<file path="src/hdl/issue_pkg.sv">
package issue_pkg;

    typedef logic [31:0] word_t;
    typedef logic [4:0] reg_addr_t;

    // primary opcode values
    localparam logic [5:0] OP_SPECIAL = 6'h00;
    localparam logic [5:0] OP_J       = 6'h02;
    localparam logic [5:0] OP_JAL     = 6'h03;
    localparam logic [5:0] OP_BEQ     = 6'h04;
    localparam logic [5:0] OP_BNE     = 6'h05;
    localparam logic [5:0] OP_ADDIU   = 6'h09;
    localparam logic [5:0] OP_SLTI    = 6'h0a;
    localparam logic [5:0] OP_ANDI    = 6'h0c;
    localparam logic [5:0] OP_ORI     = 6'h0d;
    localparam logic [5:0] OP_LUI     = 6'h0f;
    localparam logic [5:0] OP_LW      = 6'h23;
    localparam logic [5:0] OP_SW      = 6'h2b;

    // funct values under OP_SPECIAL
    localparam logic [5:0] FN_SLL     = 6'h00;
    localparam logic [5:0] FN_JR      = 6'h08;
    localparam logic [5:0] FN_JALR    = 6'h09;
    localparam logic [5:0] FN_MFHI    = 6'h10;
    localparam logic [5:0] FN_MTHI    = 6'h11;
    localparam logic [5:0] FN_MFLO    = 6'h12;
    localparam logic [5:0] FN_MTLO    = 6'h13;
    localparam logic [5:0] FN_MULT    = 6'h18;
    localparam logic [5:0] FN_ADDU    = 6'h21;
    localparam logic [5:0] FN_SUBU    = 6'h23;
    localparam logic [5:0] FN_AND     = 6'h24;
    localparam logic [5:0] FN_OR      = 6'h25;

    // jal and jalr write here
    localparam reg_addr_t LINK_REG = 5'd31;

    typedef struct packed {
        logic [5:0] op;
        reg_addr_t  rs;
        reg_addr_t  rt;
        reg_addr_t  rd;
        logic [4:0] shamt;
        logic [5:0] funct;
    } r_type_t;

    typedef struct packed {
        logic [5:0]  op;
        reg_addr_t   rs;
        reg_addr_t   rt;
        logic [15:0] imm;
    } i_type_t;

    // one raw instruction word, two field layouts
    typedef union packed {
        r_type_t r_type;
        i_type_t i_type;
    } instr_word_u;

    typedef struct packed {
        logic regwrite;
        logic memtoreg;
        logic memwrite;
        logic alusrc;
        logic signext;
        logic branch;
        logic jump;
        logic jr;
        logic is_link;
        logic hiwrite;
        logic lowrite;
        logic hitoreg;
        logic lotoreg;
    } ctl_t;

    typedef struct packed {
        word_t       pc;
        instr_word_u instr;
        ctl_t        ctl;
        reg_addr_t   destreg;
    } decode_entry_t;

    typedef struct packed {
        logic      valid;
        word_t     pc;
        ctl_t      ctl;
        reg_addr_t destreg;
        word_t     srca;
        word_t     srcb;
        word_t     store_data;
        word_t     hi;
        word_t     lo;
        logic      delay_slot;
        word_t     link_pc;
    } issue_entry_t;

    typedef struct packed {
        logic      en;
        reg_addr_t addr;
        word_t     data;
        logic      hi_en;
        logic      lo_en;
        word_t     hi;
        word_t     lo;
    } writeback_t;

endpackage
</file>
<file path="src/hdl/issue_queue.sv">
`timescale 1ns/1ps

module issue_queue #(
    parameter int QUEUE_DEPTH = 8
) (
    input  logic                            clk,
    input  logic                            reset,
    input  issue_pkg::decode_entry_t [1:0]  dec_in,
    input  logic [1:0]                      dec_valid,
    output logic                            dec_ready,
    input  logic                            flush,
    input  logic                            ex_stall,
    output issue_pkg::decode_entry_t        head_a,
    output issue_pkg::decode_entry_t        head_b,
    output logic                            head_a_valid,
    output logic                            head_b_valid,
    output logic                            head_b_delay_slot,
    input  issue_pkg::issue_entry_t         built_a,
    input  issue_pkg::issue_entry_t         built_b,
    output issue_pkg::issue_entry_t [1:0]   issue_out
);

    import issue_pkg::*;

    localparam int PTR_W = $clog2(QUEUE_DEPTH);

    typedef logic [PTR_W-1:0] ptr_t;

    decode_entry_t          entries [QUEUE_DEPTH];
    logic [QUEUE_DEPTH-1:0] valid;

    ptr_t head;
    ptr_t head_p1;
    ptr_t head_p2;
    ptr_t tail;
    ptr_t tail_p1;
    ptr_t tail_p2;
    ptr_t slot0_ptr;

    logic       accept;
    logic       bj_a;
    logic       bj_b;
    logic       mm;
    logic       b_reads_rt;
    logic       raw_reg;
    logic       raw_hilo;
    logic [1:0] issue_en;

    issue_entry_t issued_a;
    issue_entry_t issued_b;

    assign head_p1 = head + ptr_t'(1);
    assign head_p2 = head + ptr_t'(2);
    assign tail_p1 = tail + ptr_t'(1);
    assign tail_p2 = tail + ptr_t'(2);

    // slot 0 follows slot 1 when both come in, else it takes the tail
    assign slot0_ptr = dec_valid[1] ? tail_p1 : tail;

    assign dec_ready = !(dec_valid[1] && valid[tail]) && !(dec_valid[0] && valid[slot0_ptr]);
    assign accept    = dec_ready && !flush;

    assign head_a       = entries[head];
    assign head_b       = entries[head_p1];
    assign head_a_valid = valid[head];
    assign head_b_valid = valid[head_p1];

    assign bj_a = head_a.ctl.branch || head_a.ctl.jump || head_a.ctl.jr;
    assign bj_b = head_b.ctl.branch || head_b.ctl.jump || head_b.ctl.jr;

    // slot b is the delay slot whenever the older one branches
    assign head_b_delay_slot = bj_a;

    assign mm = (head_a.ctl.memtoreg || head_a.ctl.memwrite)
             && (head_b.ctl.memtoreg || head_b.ctl.memwrite);

    // an immediate-form instr only reads rt when it is a store
    assign b_reads_rt = !head_b.ctl.alusrc || head_b.ctl.memwrite;

    assign raw_reg = head_a.ctl.regwrite && (head_a.destreg != '0)
                  && ((head_a.destreg == head_b.instr.r_type.rs)
                   || (b_reads_rt && head_a.destreg == head_b.instr.r_type.rt));

    assign raw_hilo = (head_a.ctl.hiwrite && head_b.ctl.hitoreg)
                   || (head_a.ctl.lowrite && head_b.ctl.lotoreg);

    // a branch waits for its delay slot, then both go together
    assign issue_en[1] = head_a_valid && !(bj_a && !head_b_valid);
    assign issue_en[0] = head_a_valid && head_b_valid
                      && (bj_a || !(bj_b || raw_reg || raw_hilo || mm));

    always_comb
    begin
        issued_a       = built_a;
        issued_a.valid = 1'b1;
        issued_b       = built_b;
        issued_b.valid = 1'b1;
    end

    always_ff @(posedge clk)
    begin
        if (accept)
        begin
            if (dec_valid[1])
                entries[tail] <= dec_in[1];
            if (dec_valid[0])
                entries[slot0_ptr] <= dec_in[0];
        end
    end

    always_ff @(posedge clk or posedge reset)
    begin
        if (reset)
        begin
            head      <= '0;
            tail      <= '0;
            valid     <= '0;
            issue_out <= '0;
        end
        else if (flush)
        begin
            head      <= '0;
            tail      <= '0;
            valid     <= '0;
            issue_out <= '0;
        end
        else
        begin
            if (!ex_stall)
            begin
                issue_out[1] <= issue_en[1] ? issued_a : '0;
                issue_out[0] <= issue_en[0] ? issued_b : '0;
                if (issue_en[1])
                    valid[head] <= 1'b0;
                if (issue_en[0])
                    valid[head_p1] <= 1'b0;
                case (issue_en)
                    2'b11:   head <= head_p2;
                    2'b10:   head <= head_p1;
                    default: head <= head;
                endcase
            end

            // freed and filled slots never coincide, see dec_ready
            if (accept)
            begin
                if (dec_valid[1])
                    valid[tail] <= 1'b1;
                if (dec_valid[0])
                    valid[slot0_ptr] <= 1'b1;
                case (dec_valid)
                    2'b11:   tail <= tail_p2;
                    2'b10:   tail <= tail_p1;
                    2'b01:   tail <= tail_p1;
                    default: tail <= tail;
                endcase
            end
        end
    end

endmodule

</file>
<file path="config.mk">
export PLATFORM = sky130hd
export DESIGN_NAME = issue_queue
export DESIGN_NICKNAME = d
export VERILOG_FILES = /design/src/hdl/issue_pkg.sv /design/src/hdl/issue_queue.sv
export SDC_FILE = /design/constraint.sdc
export NUM_CORES = 2
export LEC_CHECK = 0
export ABC_AREA = 0
export BUFFER_PORTS_ARGS = -buffer_cell sky130_fd_sc_hd__buf_2
export CELL_PAD_IN_SITES_DETAIL_PLACEMENT = 0
export CELL_PAD_IN_SITES_GLOBAL_PLACEMENT = 1
export CORE_AREA = 2 2 514 516
export DETAILED_ROUTE_END_ITERATION = 8
export DIE_AREA = 0 0 516 518
export PLACE_DENSITY_LB_ADDON = 0.1
export SLEW_MARGIN = 25
export SYNTH_ARGS = -nofsm -noshare
export SYNTH_HDL_FRONTEND = slang
export SYNTH_SLANG_ARGS = --single-unit
</file>
<file path="constraint.sdc">
create_clock -name clk -period 20.2 [get_ports clk]
set_input_delay 1.01 -clock clk [delete_from_list [all_inputs] [get_ports clk]]
set_output_delay 1.01 -clock clk [all_outputs]
set_load 0.05 [all_outputs]
</file>
==> metrics.md <==
| Metric | Value |
|---|---|
| WL met1 | `about 140000 µm` |
| # IOs | `1314` |
| Inst Count DP | `8405` |
| Max clock buf depth | `3` |
| Fin crit share | `37.9%` |
| Hold buffer count at cts | `0` |
| Final setup violation count | `0` |
| Post-CTS setup buffer count | `0` |
| Root Driver | `clkbuf_16` |
| Reg2reg start | `head[0]` |
| Max_cap viols | `0` |
| Routed vias/inst | `4.86` |
| ANT nets after route | `0` |
| CTS clk-pin slew, worst paths | `0.06 ns` |
| Initial antenna violation count | `~240` |
| Initial Util | `21.5%` |
| Ratio of cells with drive above 1 in the final layout | `49.2%` |
| Worst R2R End | `issue_out[99]` |
| Startpoint types | `flip-flop` |
| Slew Viols, Final | `0` |
| Via count | `42500` |
| Initial DRT Pass Iterations | `6` |
| DRC Markers | `0` |
| Placer congestion estimate | `around 0.95` |
| Latest clock arrival within the worst-skew pair | `roughly 0.84 ns` |
| Design area | `0.0717 mm²` |
| Met2 routed WL | `160000 µm` |
| Max frequency | `131 MHz` |
| Total Neg Setup Slack | `0 ns` |
| Synth Register Bits | `~1200` |
| FP Rows | `188` |
| Asr flop ratio synth | `43.4%` |
| Share of the synthesized area in the top cell type | `35.0%` |
| Static Leak | `0.0292 µW` |
| Largest net degree at the start of global routing | `172` |
| Max IR drop VDD | `0.0000944 V` |
| Worst Setup EP | `issue_out[99]` |
| Top post-synthesis cells by area | `edfxtp_1 (35%), dfrtp_1 (22%), mux2_2 (13%)` |
| Area of the core | `roughly 0.26 mm²` |
| All-Layer GR Usage | `25.5%` |
| Vias in the first global route | `~43000` |
| Setup Crit Path Kind | `flip-flop to flip-flop` |
| WP data arrival | `8.40 ns` |
| Uppermost routed layer | `met5` |
| Synth warn | `0` |
| Die extent in x | `516 µm` |
| Clock Skews | `0.0467 ns` |
| Synth Net Count | `around 4500` |
| Gr ovfl total | `0` |
| Avg WL per Cell | `~40 µm` |
| Post-layout min period | `7.65 ns` |
| CTS tree | `built` |
| CTS Sinks | `1158` |
| Metal3 WL | `37500 µm` |
| RSZ-0062 raised after global routing | `false` |
| Flop-to-flop setup slack | `12.55 ns` |
| Count leader, synth | `mux2_2` |
| Die Area | `0.267 mm²` |
| Worst min path class | `input pin to asynchronous set/reset pin` |
| Top cells by count, synth | `mux2_2 (672), edfxtp_1 (656), a22o_1 (502), dfrtp_1 (502), nand2_1 (362)` |
| Post-CTS sizing | `0` |
| Final wirelength | `351000 µm` |
| Sequential share of the synthesized area | `a little under three fifths` |
| CTS buffer count | `156` |
| Main synth FF type | `edfxtp_1` |
| Nets@finish | `roughly 5700` |
| Worst setup EP type | `flip-flop` |
| Worst R2R Path Depth | `15` |
| Area leader, netlist | `edfxtp_1` |
| Syn-to-layout area delta | `27.3%` |
| Post-DP HPWL | `between 200000 and 300000 µm` |
| H-tree depth | `4` |
| Status | `completed` |
| Non-Filler Instances | `8754` |
| First-pass GRT wire length | `about 450000 µm` |
| Die Ht | `518 µm` |
| Final hold vios | `0` |
| Mean area per synthesized cell | `~15 µm²` |
| Crit path launch | `head[0]` |
| Worst Path Required | `~21 ns` |
| Initial DRC count | `3515` |
| Netlist Area Pre-Place | `0.0563 mm²` |
| PortBufs | `1311` |
| Least-Margin Pin Slew | `1.19 ns` |
| Pwr dens | `118 mW/mm²` |
| Highest fanout seen on the critical path | `171` |
| Post-synth EDFFs | `656` |
| Max transition margin | `20.4%` |
| DP Area | `0.0665 mm²` |
| Cell variety after synth | `just under 60` |
| Gate count after technology mapping | `3830` |
## metrics by stage
| stage | worst slack, ns | utilization [%] | total power [µW] | hold WS [ns] |
|---|---|---|---|---|
| global route | 12.26 | 27.4 | 8740 | 0.222 |
| floorplan | 5.17 | - | 4610 | 0.530 |
| finish | 12.55 | 27.4 | 8440 | 0.212 |
| CTS | 12.39 | 27.3 | 8570 | 0.192 |
| detailed placement | 12.59 | 25.4 | 5710 | 0.463 |
| global placement | 12.65 | 25.4 | 5720 | 0.459 |
## metal layers
metal | vias to the layer above | GRT usage, %
met5 | - | 0
li1 | 17700 | -
met4 | 160 | 7.64
met2 | 1731 | 39.9
met1 | 22400 | 31.3
met3 | 562 | 11.5
## worst min-delay path by stage
| stage | slack [ns] | cells past startpoint | to |
|---|---|---|---|
| final | 0.21 | 2 | issue_out[429] |
| after global routing | 0.22 | 2 | issue_out[429] |
| after CTS | 0.19 | 2 | issue_out[429] |
| after detailed placement | 0.46 | 2 | issue_out[487] |
| after global placement | 0.46 | 1 | issue_out[243] |
| after floorplan | 0.53 | 2 | valid[3] |
## cell families after synthesis
| kind of cell | Yosys count | share of synthesized area (%) |
|---|---|---|
| buffers and inverters | 357 | 3.36 |
| DFF | 1158 | 57.3 |
| and+or+nand+nor | 550 | 4.21 |
| AOI/OAI and AO/OA | 772 | 11.1 |
| muxes | 965 | 23.5 |
| adders and majority gates | 11 | 0.244 |
| xor gates and xnor gates | 17 | 0.278 |
## critical path: stages (launching register included)
cell and delay (ns):
dfrtp_4 1.05, ha_4 0.30, xor2_4 0.23, buf_4 0.33, buf_4 0.61, buf_4 0.76
mux4_2 0.40, and2_1 0.16, nor2_1 0.20, a21boi_0 0.13, a31oi_1 0.59, a21oi_2 0.40
nor3_4 0.26, buf_12 0.69, buf_4 0.90, a22o_1 0.24
## layout make-up
| class | count | area, µm² |
|---|---|---|
| Inverter | 25 | 106 |
| Timing Repair Buffer | 1392 | 7300 |
| Tap cell | 3515 | 4400 |
| Multi-Input combinational cell | 2315 | 22400 |
| Antenna cell | 61 | 153 |
| Sequential cell | 1158 | 32300 |
| Fill cell | 27200 | 190000 |
| Clock inverter | 78 | 728 |
| Clock buffer | 210 | 4340 |
## state kept, by name, indices dropped and copies added, names as in the netlist
signal / flops
head: 3
tail: 3
entries: 656
valid: 8
issue_out: 488
## cell usage in the layout (no fill, tap or decap), drive strengths merged, types with 53 or more instances in the layout
cell and count:
dfrtp 502, clkinv 61, edfxtp 656, mux2i 77, a22o 502, buf 1392, nand2 362, mux4 216
clkbuf 210, nand3 67, diode 61, o21ai 53, nor2 54, mux2 672
## report_power, final
group          leakage, µW  switching (µW)  internal (µW)
sequential          0.0129             130           2770
combinational       0.0138            2000            729
clock              0.00248            1210           1610
Note: power is estimated with default switching activity, not from simulation.
