$ cat src/hdl/issue_pkg.sv
package issue_pkg;

    typedef logic [31:0] word_t;
    typedef logic [4:0] reg_addr_t;

    // primary opcode values
    localparam logic [5:0] OP_SPECIAL = 6'h00;
    localparam logic [5:0] OP_J       = 6'h02;
    localparam logic [5:0] OP_JAL     = 6'h03;
    localparam logic [5:0] OP_BEQ     = 6'h04;
    localparam logic [5:0] OP_BNE     = 6'h05;
    localparam logic [5:0] OP_ADDIU   = 6'h09;
    localparam logic [5:0] OP_SLTI    = 6'h0a;
    localparam logic [5:0] OP_ANDI    = 6'h0c;
    localparam logic [5:0] OP_ORI     = 6'h0d;
    localparam logic [5:0] OP_LUI     = 6'h0f;
    localparam logic [5:0] OP_LW      = 6'h23;
    localparam logic [5:0] OP_SW      = 6'h2b;

    // funct values under OP_SPECIAL
    localparam logic [5:0] FN_SLL     = 6'h00;
    localparam logic [5:0] FN_JR      = 6'h08;
    localparam logic [5:0] FN_JALR    = 6'h09;
    localparam logic [5:0] FN_MFHI    = 6'h10;
    localparam logic [5:0] FN_MTHI    = 6'h11;
    localparam logic [5:0] FN_MFLO    = 6'h12;
    localparam logic [5:0] FN_MTLO    = 6'h13;
    localparam logic [5:0] FN_MULT    = 6'h18;
    localparam logic [5:0] FN_ADDU    = 6'h21;
    localparam logic [5:0] FN_SUBU    = 6'h23;
    localparam logic [5:0] FN_AND     = 6'h24;
    localparam logic [5:0] FN_OR      = 6'h25;

    // jal and jalr write here
    localparam reg_addr_t LINK_REG = 5'd31;

    typedef struct packed {
        logic [5:0] op;
        reg_addr_t  rs;
        reg_addr_t  rt;
        reg_addr_t  rd;
        logic [4:0] shamt;
        logic [5:0] funct;
    } r_type_t;

    typedef struct packed {
        logic [5:0]  op;
        reg_addr_t   rs;
        reg_addr_t   rt;
        logic [15:0] imm;
    } i_type_t;

    // one raw instruction word, two field layouts
    typedef union packed {
        r_type_t r_type;
        i_type_t i_type;
    } instr_word_u;

    typedef struct packed {
        logic regwrite;
        logic memtoreg;
        logic memwrite;
        logic alusrc;
        logic signext;
        logic branch;
        logic jump;
        logic jr;
        logic is_link;
        logic hiwrite;
        logic lowrite;
        logic hitoreg;
        logic lotoreg;
    } ctl_t;

    typedef struct packed {
        word_t       pc;
        instr_word_u instr;
        ctl_t        ctl;
        reg_addr_t   destreg;
    } decode_entry_t;

    typedef struct packed {
        logic      valid;
        word_t     pc;
        ctl_t      ctl;
        reg_addr_t destreg;
        word_t     srca;
        word_t     srcb;
        word_t     store_data;
        word_t     hi;
        word_t     lo;
        logic      delay_slot;
        word_t     link_pc;
    } issue_entry_t;

    typedef struct packed {
        logic      en;
        reg_addr_t addr;
        word_t     data;
        logic      hi_en;
        logic      lo_en;
        word_t     hi;
        word_t     lo;
    } writeback_t;

endpackage
$ cat src/hdl/operand_fetch.sv
`timescale 1ns/1ps

module operand_fetch (
    input  issue_pkg::decode_entry_t entry,
    input  logic                     is_delay_slot,
    output issue_pkg::reg_addr_t     rs_addr,
    output issue_pkg::reg_addr_t     rt_addr,
    input  issue_pkg::word_t         rs_data,
    input  issue_pkg::word_t         rt_data,
    input  issue_pkg::word_t         hi,
    input  issue_pkg::word_t         lo,
    output issue_pkg::issue_entry_t  built
);

    import issue_pkg::*;

    logic [15:0] imm;
    word_t       imm_ext;

    // register fields through the r-type layout
    assign rs_addr = entry.instr.r_type.rs;
    assign rt_addr = entry.instr.r_type.rt;

    // immediate through the i-type layout
    assign imm = entry.instr.i_type.imm;

    assign imm_ext = entry.ctl.signext ? {{16{imm[15]}}, imm} : {16'h0000, imm};

    always_comb
    begin
        built            = '0;
        built.pc         = entry.pc;
        built.ctl        = entry.ctl;
        built.destreg    = entry.destreg;
        built.srca       = rs_data;
        built.srcb       = entry.ctl.alusrc ? imm_ext : rt_data;
        built.store_data = rt_data;
        built.hi         = hi;
        built.lo         = lo;
        built.delay_slot = is_delay_slot;

        // return address skips the delay slot
        if (entry.ctl.is_link)
            built.link_pc = entry.pc + 32'd8;
    end

endmodule

$ cat config.mk
export PLATFORM = sky130hd
export DESIGN_NAME = operand_fetch
export DESIGN_NICKNAME = d
export VERILOG_FILES = /design/src/hdl/issue_pkg.sv /design/src/hdl/operand_fetch.sv
export SDC_FILE = /design/constraint.sdc
export NUM_CORES = 1
export LEC_CHECK = 0
export ABC_CLOCK_PERIOD_IN_PS = 1500
export BUFFER_PORTS_ARGS = -buffer_cell sky130_fd_sc_hd__buf_2
export CELL_PAD_IN_SITES_DETAIL_PLACEMENT = 0
export CELL_PAD_IN_SITES_GLOBAL_PLACEMENT = 1
export CORE_AREA = 4 4 178 180
export DETAILED_ROUTE_END_ITERATION = 10
export DIE_AREA = 0 0 182 184
export GPL_TIMING_DRIVEN = 0
export PLACE_DENSITY = 0.66
export SYNTH_ARGS = -nofsm -noshare
export SYNTH_HDL_FRONTEND = slang
export SYNTH_SLANG_ARGS = --single-unit
$ cat constraint.sdc
create_clock -name vclk -period 1.5
set_input_delay 0.15 -clock vclk [all_inputs]
set_output_delay 0.15 -clock vclk [all_outputs]
set_load 0.01 [all_outputs]
==> out/metrics.csv, run 1 <==
stage,metric,value,unit
run_status,status,"finished, violations left",
run_status,violations,negative setup slack,
grt,grt_pass1_wl,18940,um
final_layout,clock_buffers,0,
sta,setup_viol,17,
grt,track_usage,6.986,%
synth,synthCells,374,
sta,hold_viol_final,0,
grt,grt_max_degree,11,
placed_design,post_dp_cell_area,0.004807,sq mm
grt,antenna_found_initial,0,
synth,synth_cell_types,38,
final_layout,stdcell_area,0.005451,sq mm
route,drt-pass1-iter-count,4,
power_and_ir_drop,vdd_ir_drop_max,97.43,uV
sta,max_slew_margin,65.94,%
floorplanning,die_w,182,um
job,maxCapViolations,0,
final_layout,drive_gt1_share,83.92,%
setup_path,slowest_stage,or4_4,
synth,synth_area_per_cell,6.945,sq um
sta,rsz0062_at_grt,yes,
final_layout,fin_nets,954,
sta,layout_min_cycle_time,1.757,ns
grt,grt_pass1_vias,3338,
floorplanning,dieArea,0.03349,sq mm
synth,yosys_warnings,0,
setup_path,worst_ep_required_time,1.35,ns
route,via_per_inst,3.135,
setup_path,worst_path_largest_cell_delay,0.54,ns
placed_design,hpwl,12280,um
sta,holdWs,0.4838,ns
floorplanning,ios,465,
floorplanning,die_h,184,um
placed_design,io_buffers,335,
synth,synth.net_count,586,
setup_path,endpoint_kind,output port,
sta,worstMarginPinSlew,0.5109,ns
floorplanning,design.core.area,0.03019,sq mm
power_and_ir_drop,powerDensity,263.9,mW/mm^2
synth,syn-cell-area,0.002597,sq mm
placed_design,gp_congestion,0.7371,
route,drc_errors,0,
synth,synth_seq_area_share,0,%
clocking,cts_hold_buf,0,
setup_path,crit_type,input port to output port,
route,wl_per_cell,12.39,um
final_layout,area_delta_synth_final,109.9,%
grt,overflow,0,
sta,layout_setup_ws,-0.2574,ns
worst_hold_path,hold_path_class,input port to output port,
final_layout,seqCellArea,0,sq um
final_layout,design.seq.count,0,
route,via_count,3565,
floorplanning,initial_core_util,8.604,%
setup_path,worstPathArrival,1.61,ns
sta,max_freq,569.0,MHz
power_and_ir_drop,power.leakage,0.003022,uW
setup_path,critical_path_peak_fanout,7,
setup_path,startpoint_type,input port,
sta,drv_slew,0,
final_layout,mostFrequentLayoutCells,"buf_2, buf_4, o21ai_0",
floorplanning,rows,64,
route,drtIter0Drc,73,
final_layout,mostFrequentLayoutCell,buf_2,
setup_path,path_cells,"buf_8, ha_4, and4_4, nand4_4, or4_4, a21oi_2, buf_2",
route,postRouteAntennaNets,0,
sta,finalCritPeriodShare,117.2,%
route,drt_wl_total,14090,um
-- layout make-up --
class                      count  area [sq um]
buffer                       204          1553
timing repair buffer         366          2085
multi-input combinational    152          1249
inverter                      18         67.56
tap                          396         495.5
fill                        3403         24740
antenna                        1         2.502
-- final timing paths --
kind         end  slack (ns)  depth (start not counted)         from
max    built[27]       -0.26                          7    entry[53]
min   built[174]        0.48                          2  rs_data[13]
-- metal layers --
| metal | vias to the layer above | track usage [%] | share of wire (%) | wire length (um) |
|---|---|---|---|---|
| li1 | 1787 | - | - | - |
| met1 | 1550 | 8.249 | 35 | 4997 |
| met2 | 228 | 13.91 | 55 | 7806 |
| met3 | 0 | 1.167 | 9.2 | 1290 |
| met4 | 0 | 0.1201 | 0 | 0 |
| met5 | - | 0 | 0 | 0 |
-- per-stage QoR --
step / std cells / total power, uW / setup slack [ns] / util, % / setup TNS, ns
after floorplan: 374 / 759.4 / -0.0001458 / - / -0.0001458
after global placement: 1105 / 1361 / -0.5180 / 15.92 / -7.330
after detailed placement: 1105 / 1359 / -0.5263 / 15.92 / -7.987
after CTS: 1135 / 1452 / -0.3324 / 17.79 / -3.761
after global routing: 1136 / 1558 / -0.3300 / 18.05 / -4.466
final: 1137 / 1439 / -0.2574 / 18.06 / -3.149
-- where the power goes --
part	switching, uW	internal, uW	leakage, uW
clock	0	0.0000899	0.00000000634
combinational	642	796	0.00302
sequential	0	0	0
-- worst max-delay path: cells and delay by family --
kind,cells,cell delay [ns]
buffers and inverters,2,0.24
AND/OR/NAND/NOR,3,0.98
AO/OA/AOI/OAI,1,0.12
adder cells (fa/ha/maj),1,0.12
-- cells in the mapped netlist --
library cell,n,share of area [%]
buf_4,192,55
o21ai_0,22,4.2
inv_1,18,2.6
mux2_2,16,6.9
a21oi_1,12,2.3
nand2_1,12,1.7
nor2_1,11,1.6
nand3_1,10,1.9
clkbuf_1,7,1.0
xor2_1,7,2.4
and2_1,6,1.4
o31ai_1,6,1.7
or4_1,6,1.7
or3_1,5,1.2
and3_1,4,0.96
and4_1,4,1.3
nand4_1,3,0.72
nor4_1,3,0.72
o21a_1,3,0.87
xnor2_1,3,1.0
buf_2,2,0.39
buf_6,2,0.87
mux2i_1,2,0.77
nand2b_1,2,0.48
nor3b_1,2,0.58
o31a_2,2,0.77
and4_2,1,0.39
clkbuf_8,1,0.53
conb_1,1,0.14
ha_1,1,0.48
nand2_2,1,0.24
nand3_2,1,0.39
nand4_2,1,0.48
nor3_1,1,0.19
nor4_2,1,0.48
o31a_1,1,0.34
or2_0,1,0.24
or3_2,1,0.29
-- timing repair --
action | CTS | global route
gates resized for setup | 86 | 20
setup endpoints to repair | 31 | 31
endpoints found under the hold margin | 0 | 0
pin swaps | 28 | 13
gates cloned | 1 | 0
buffers inserted | 29 | 3
-- cell families after synthesis --
group | count (synthesis) | synth area share [%]
xor gates and xnor gates | 10 | 3.372
AOI/OAI and AO/OA | 46 | 10.26
other | 1 | 0.1444
buffers and inverters | 222 | 60.89
adders and majority gates | 1 | 0.4816
muxes | 18 | 7.707
and+or+nand+nor | 76 | 17.15
Note: power is estimated with default switching activity, not from simulation.
==> inputs of run 2 (changes only) <==
==> config.mk (replaced) <==
export PLATFORM = sky130hd
export DESIGN_NAME = operand_fetch
export DESIGN_NICKNAME = d
export VERILOG_FILES = /design/src/hdl/issue_pkg.sv /design/src/hdl/operand_fetch.sv
export SDC_FILE = /design/constraint.sdc
export NUM_CORES = 1
export LEC_CHECK = 0
export ABC_CLOCK_PERIOD_IN_PS = 2200
export BUFFER_PORTS_ARGS = -buffer_cell sky130_fd_sc_hd__buf_2
export CELL_PAD_IN_SITES_DETAIL_PLACEMENT = 0
export CELL_PAD_IN_SITES_GLOBAL_PLACEMENT = 1
export CORE_AREA = 4 4 177 179
export DETAILED_ROUTE_END_ITERATION = 10
export DIE_AREA = 0 0 181 183
export GPL_TIMING_DRIVEN = 0
export PLACE_DENSITY = 0.61
export REMOVE_ABC_BUFFERS = 1
export SYNTH_ARGS = -nofsm -noshare
export SYNTH_HDL_FRONTEND = slang
export SYNTH_SLANG_ARGS = --single-unit
==> constraint.sdc (replaced) <==
create_clock -name vclk -period 2.2
set_input_delay 0.22 -clock vclk [all_inputs]
set_output_delay 0.22 -clock vclk [all_outputs]
set_load 0.01 [all_outputs]
==> run 2 against run 1 <==
Compared with the run above: largest cell class unchanged; sequential share of layout area is the same; critical path depth is 1 higher; core utilization is 9.0 points lower; non-clock buffer count down 353; the run now ends clean.
==> out/metrics.csv, run 2 (same netlist as run 1, synthesis figures left out) <==
stage,metric,value,unit
sta,finalSetupTns,0,ns
grt,antenna_found_initial,0,
setup_path,critical_path_depth,8,
setup_path,worst_ep_required_time,1.98,ns
sta,max_slew_margin,40.54,%
final_layout,n_fill_cell,3507,
setup_path,cp_num_buf_inv,3,
floorplanning,design.core.area,0.02956,sq mm
floorplanning,dieArea,0.03312,sq mm
setup_path,worstPathArrival,1.90,ns
final_layout,multi_input_area,0.001033,sq mm
sta,layout_setup_ws,0.07607,ns
setup_path,endpoint_kind,output port,
route,wl_per_cell,37.38,um
run_status,status,completed,
sta,drv_slew,0,
final_layout,drive_gt1_share,63.05,%
route,via_count,2581,
placed_design,io_buffers,214,
floorplanning,rows,63,
setup_path,worst_path_largest_cell_delay,0.30,ns
power_and_ir_drop,power.leakage,0.001284,uW
route,drc_errors,0,
route,wl_met3,10200,um
setup_path,cp-startpoint,entry[53],
setup_path,cpMostUsedCell,buf_2,
power_and_ir_drop,powerDensity,175.1,mW/mm^2
sta,finalCritPeriodShare,96.54,%
route,drt_wl_total,29050,um
setup_path,slowest_stage,and4_4,
placed_design,hpwl,27550,um
grt,overflow,0,
route,via_per_inst,3.322,
grt,grt_pass1_wl,33600,um
worst_hold_path,hold_path_class,input port to output port,
floorplanning,die_h,183,um
final_layout,seqCellArea,0,sq um
sta,max_freq,470.8,MHz
floorplanning,initial_core_util,8.787,%
final_layout,fin_nets,601,
floorplanning,ios,465,
job,maxCapViolations,0,
final_layout,area_delta_synth_final,3.275,%
grt,track_usage,16.23,%
setup_path,crit_type,input port to output port,
route,highest_layer,met5,
final_layout,mostFrequentLayoutCell,buf_2,
clocking,cts_hold_buf,0,
final_layout,clock_buffers,0,
route,postRouteAntennaNets,0,
final_layout,design.seq.count,0,
route,wl_met1,5851,um
placed_design,gp_congestion,0.8819,
sta,rsz0062_at_grt,yes,
final_layout,mostFrequentLayoutCells,"buf_2, o21ai_0, inv_1",
final_layout,diodes,0,
sta,setup_viol,0,
setup_path,endpoint,built[19],
route,met2_length,12780,um
route,drtIter0Drc,70,
sta,hold_viol_final,0,
placed_design,place_ws,-0.1843,ns
setup_path,critical_path_peak_fanout,13,
power_and_ir_drop,vdd_ir_drop_max,48.89,uV
setup_path,crit_family,simple AND/OR/NAND/NOR gates,
grt,grt_max_degree,35,
sta,layout_min_cycle_time,2.124,ns
grt,grt_pass1_vias,2391,
floorplanning,die_w,181,um
sta,worstMarginPinSlew,0.8909,ns
setup_path,startpoint_type,input port,
setup_path,path_cells,"buf_2, ha_2, and4_4, nand4_4, buf_4, or3_1, a21oi_1, buf_2",
route,drt-pass1-iter-count,4,
[run 2: cell types whose count changed in the layout (fill, tap and decap cells not counted), moves of 3 or more]
cell	before	now
buf_4	220	3
buf_2	316	214
buf_6	15	0
buf_8	11	0
a21oi_1	3	12
a21oi_2	9	0
clkbuf_1	4	0
nor4_4	4	0
or4_1	2	6
or4_4	4	0
nor4_1	0	3
o21ai_0	19	22
[run 2: cell type report]
type               count  area share (%)
inverters             18           2.519
multi-input cells    152           38.53
repair buffers       217           40.77
well taps            390           18.19
[run 2: routing by layer]
layer	GRT usage [%]	up-vias
met5	1.714	-
met4	0.5404	2
met3	26.38	6
met2	26.28	444
met1	9.564	1059
li1	-	1070
[run 2: metrics by stage]
step	hold slack, ns	instance area (sq um)	power (uW)	utilization, %	std cells
3_5_place_dp	0.4401	2643	472.5	8.940	774
6_report	0.4401	2683	469.8	9.075	777
4_1_cts	0.4401	2653	476.0	8.974	774
5_1_grt	0.4401	2683	511.7	9.075	777
3_3_place_gp	0.4401	2643	473.2	8.940	774
2_1_floorplan	0.4400	1084	144.5	-	170
[run 2: how the worst min path moves through the flow]
stage                from  slack [ns]  depth (start not counted)          to
3_5_place_dp       hi[18]        0.44                          0   built[83]
6_report           hi[18]        0.44                          0   built[83]
4_1_cts            hi[18]        0.44                          0   built[83]
2_1_floorplan  rt_data[3]        0.44                          0  built[100]
3_3_place_gp       hi[18]        0.44                          0   built[83]
5_1_grt            hi[18]        0.44                          0   built[83]
[run 2: report_power, final]
part | internal [uW] | leakage, uW | switching [uW] | total, uW
clock network | 0 | 0 | 0 | 0
registers | 0 | 0 | 0 | 0
logic | 204 | 0.00128 | 266 | 470
total | 204 | 0.00128 | 266 | 470
[run 2: timing repair]
item	in CTS	in global routing
setup buffers	0	3
resized for setup	4	3
pin swaps	0	1
setup endpoints to repair	12	8
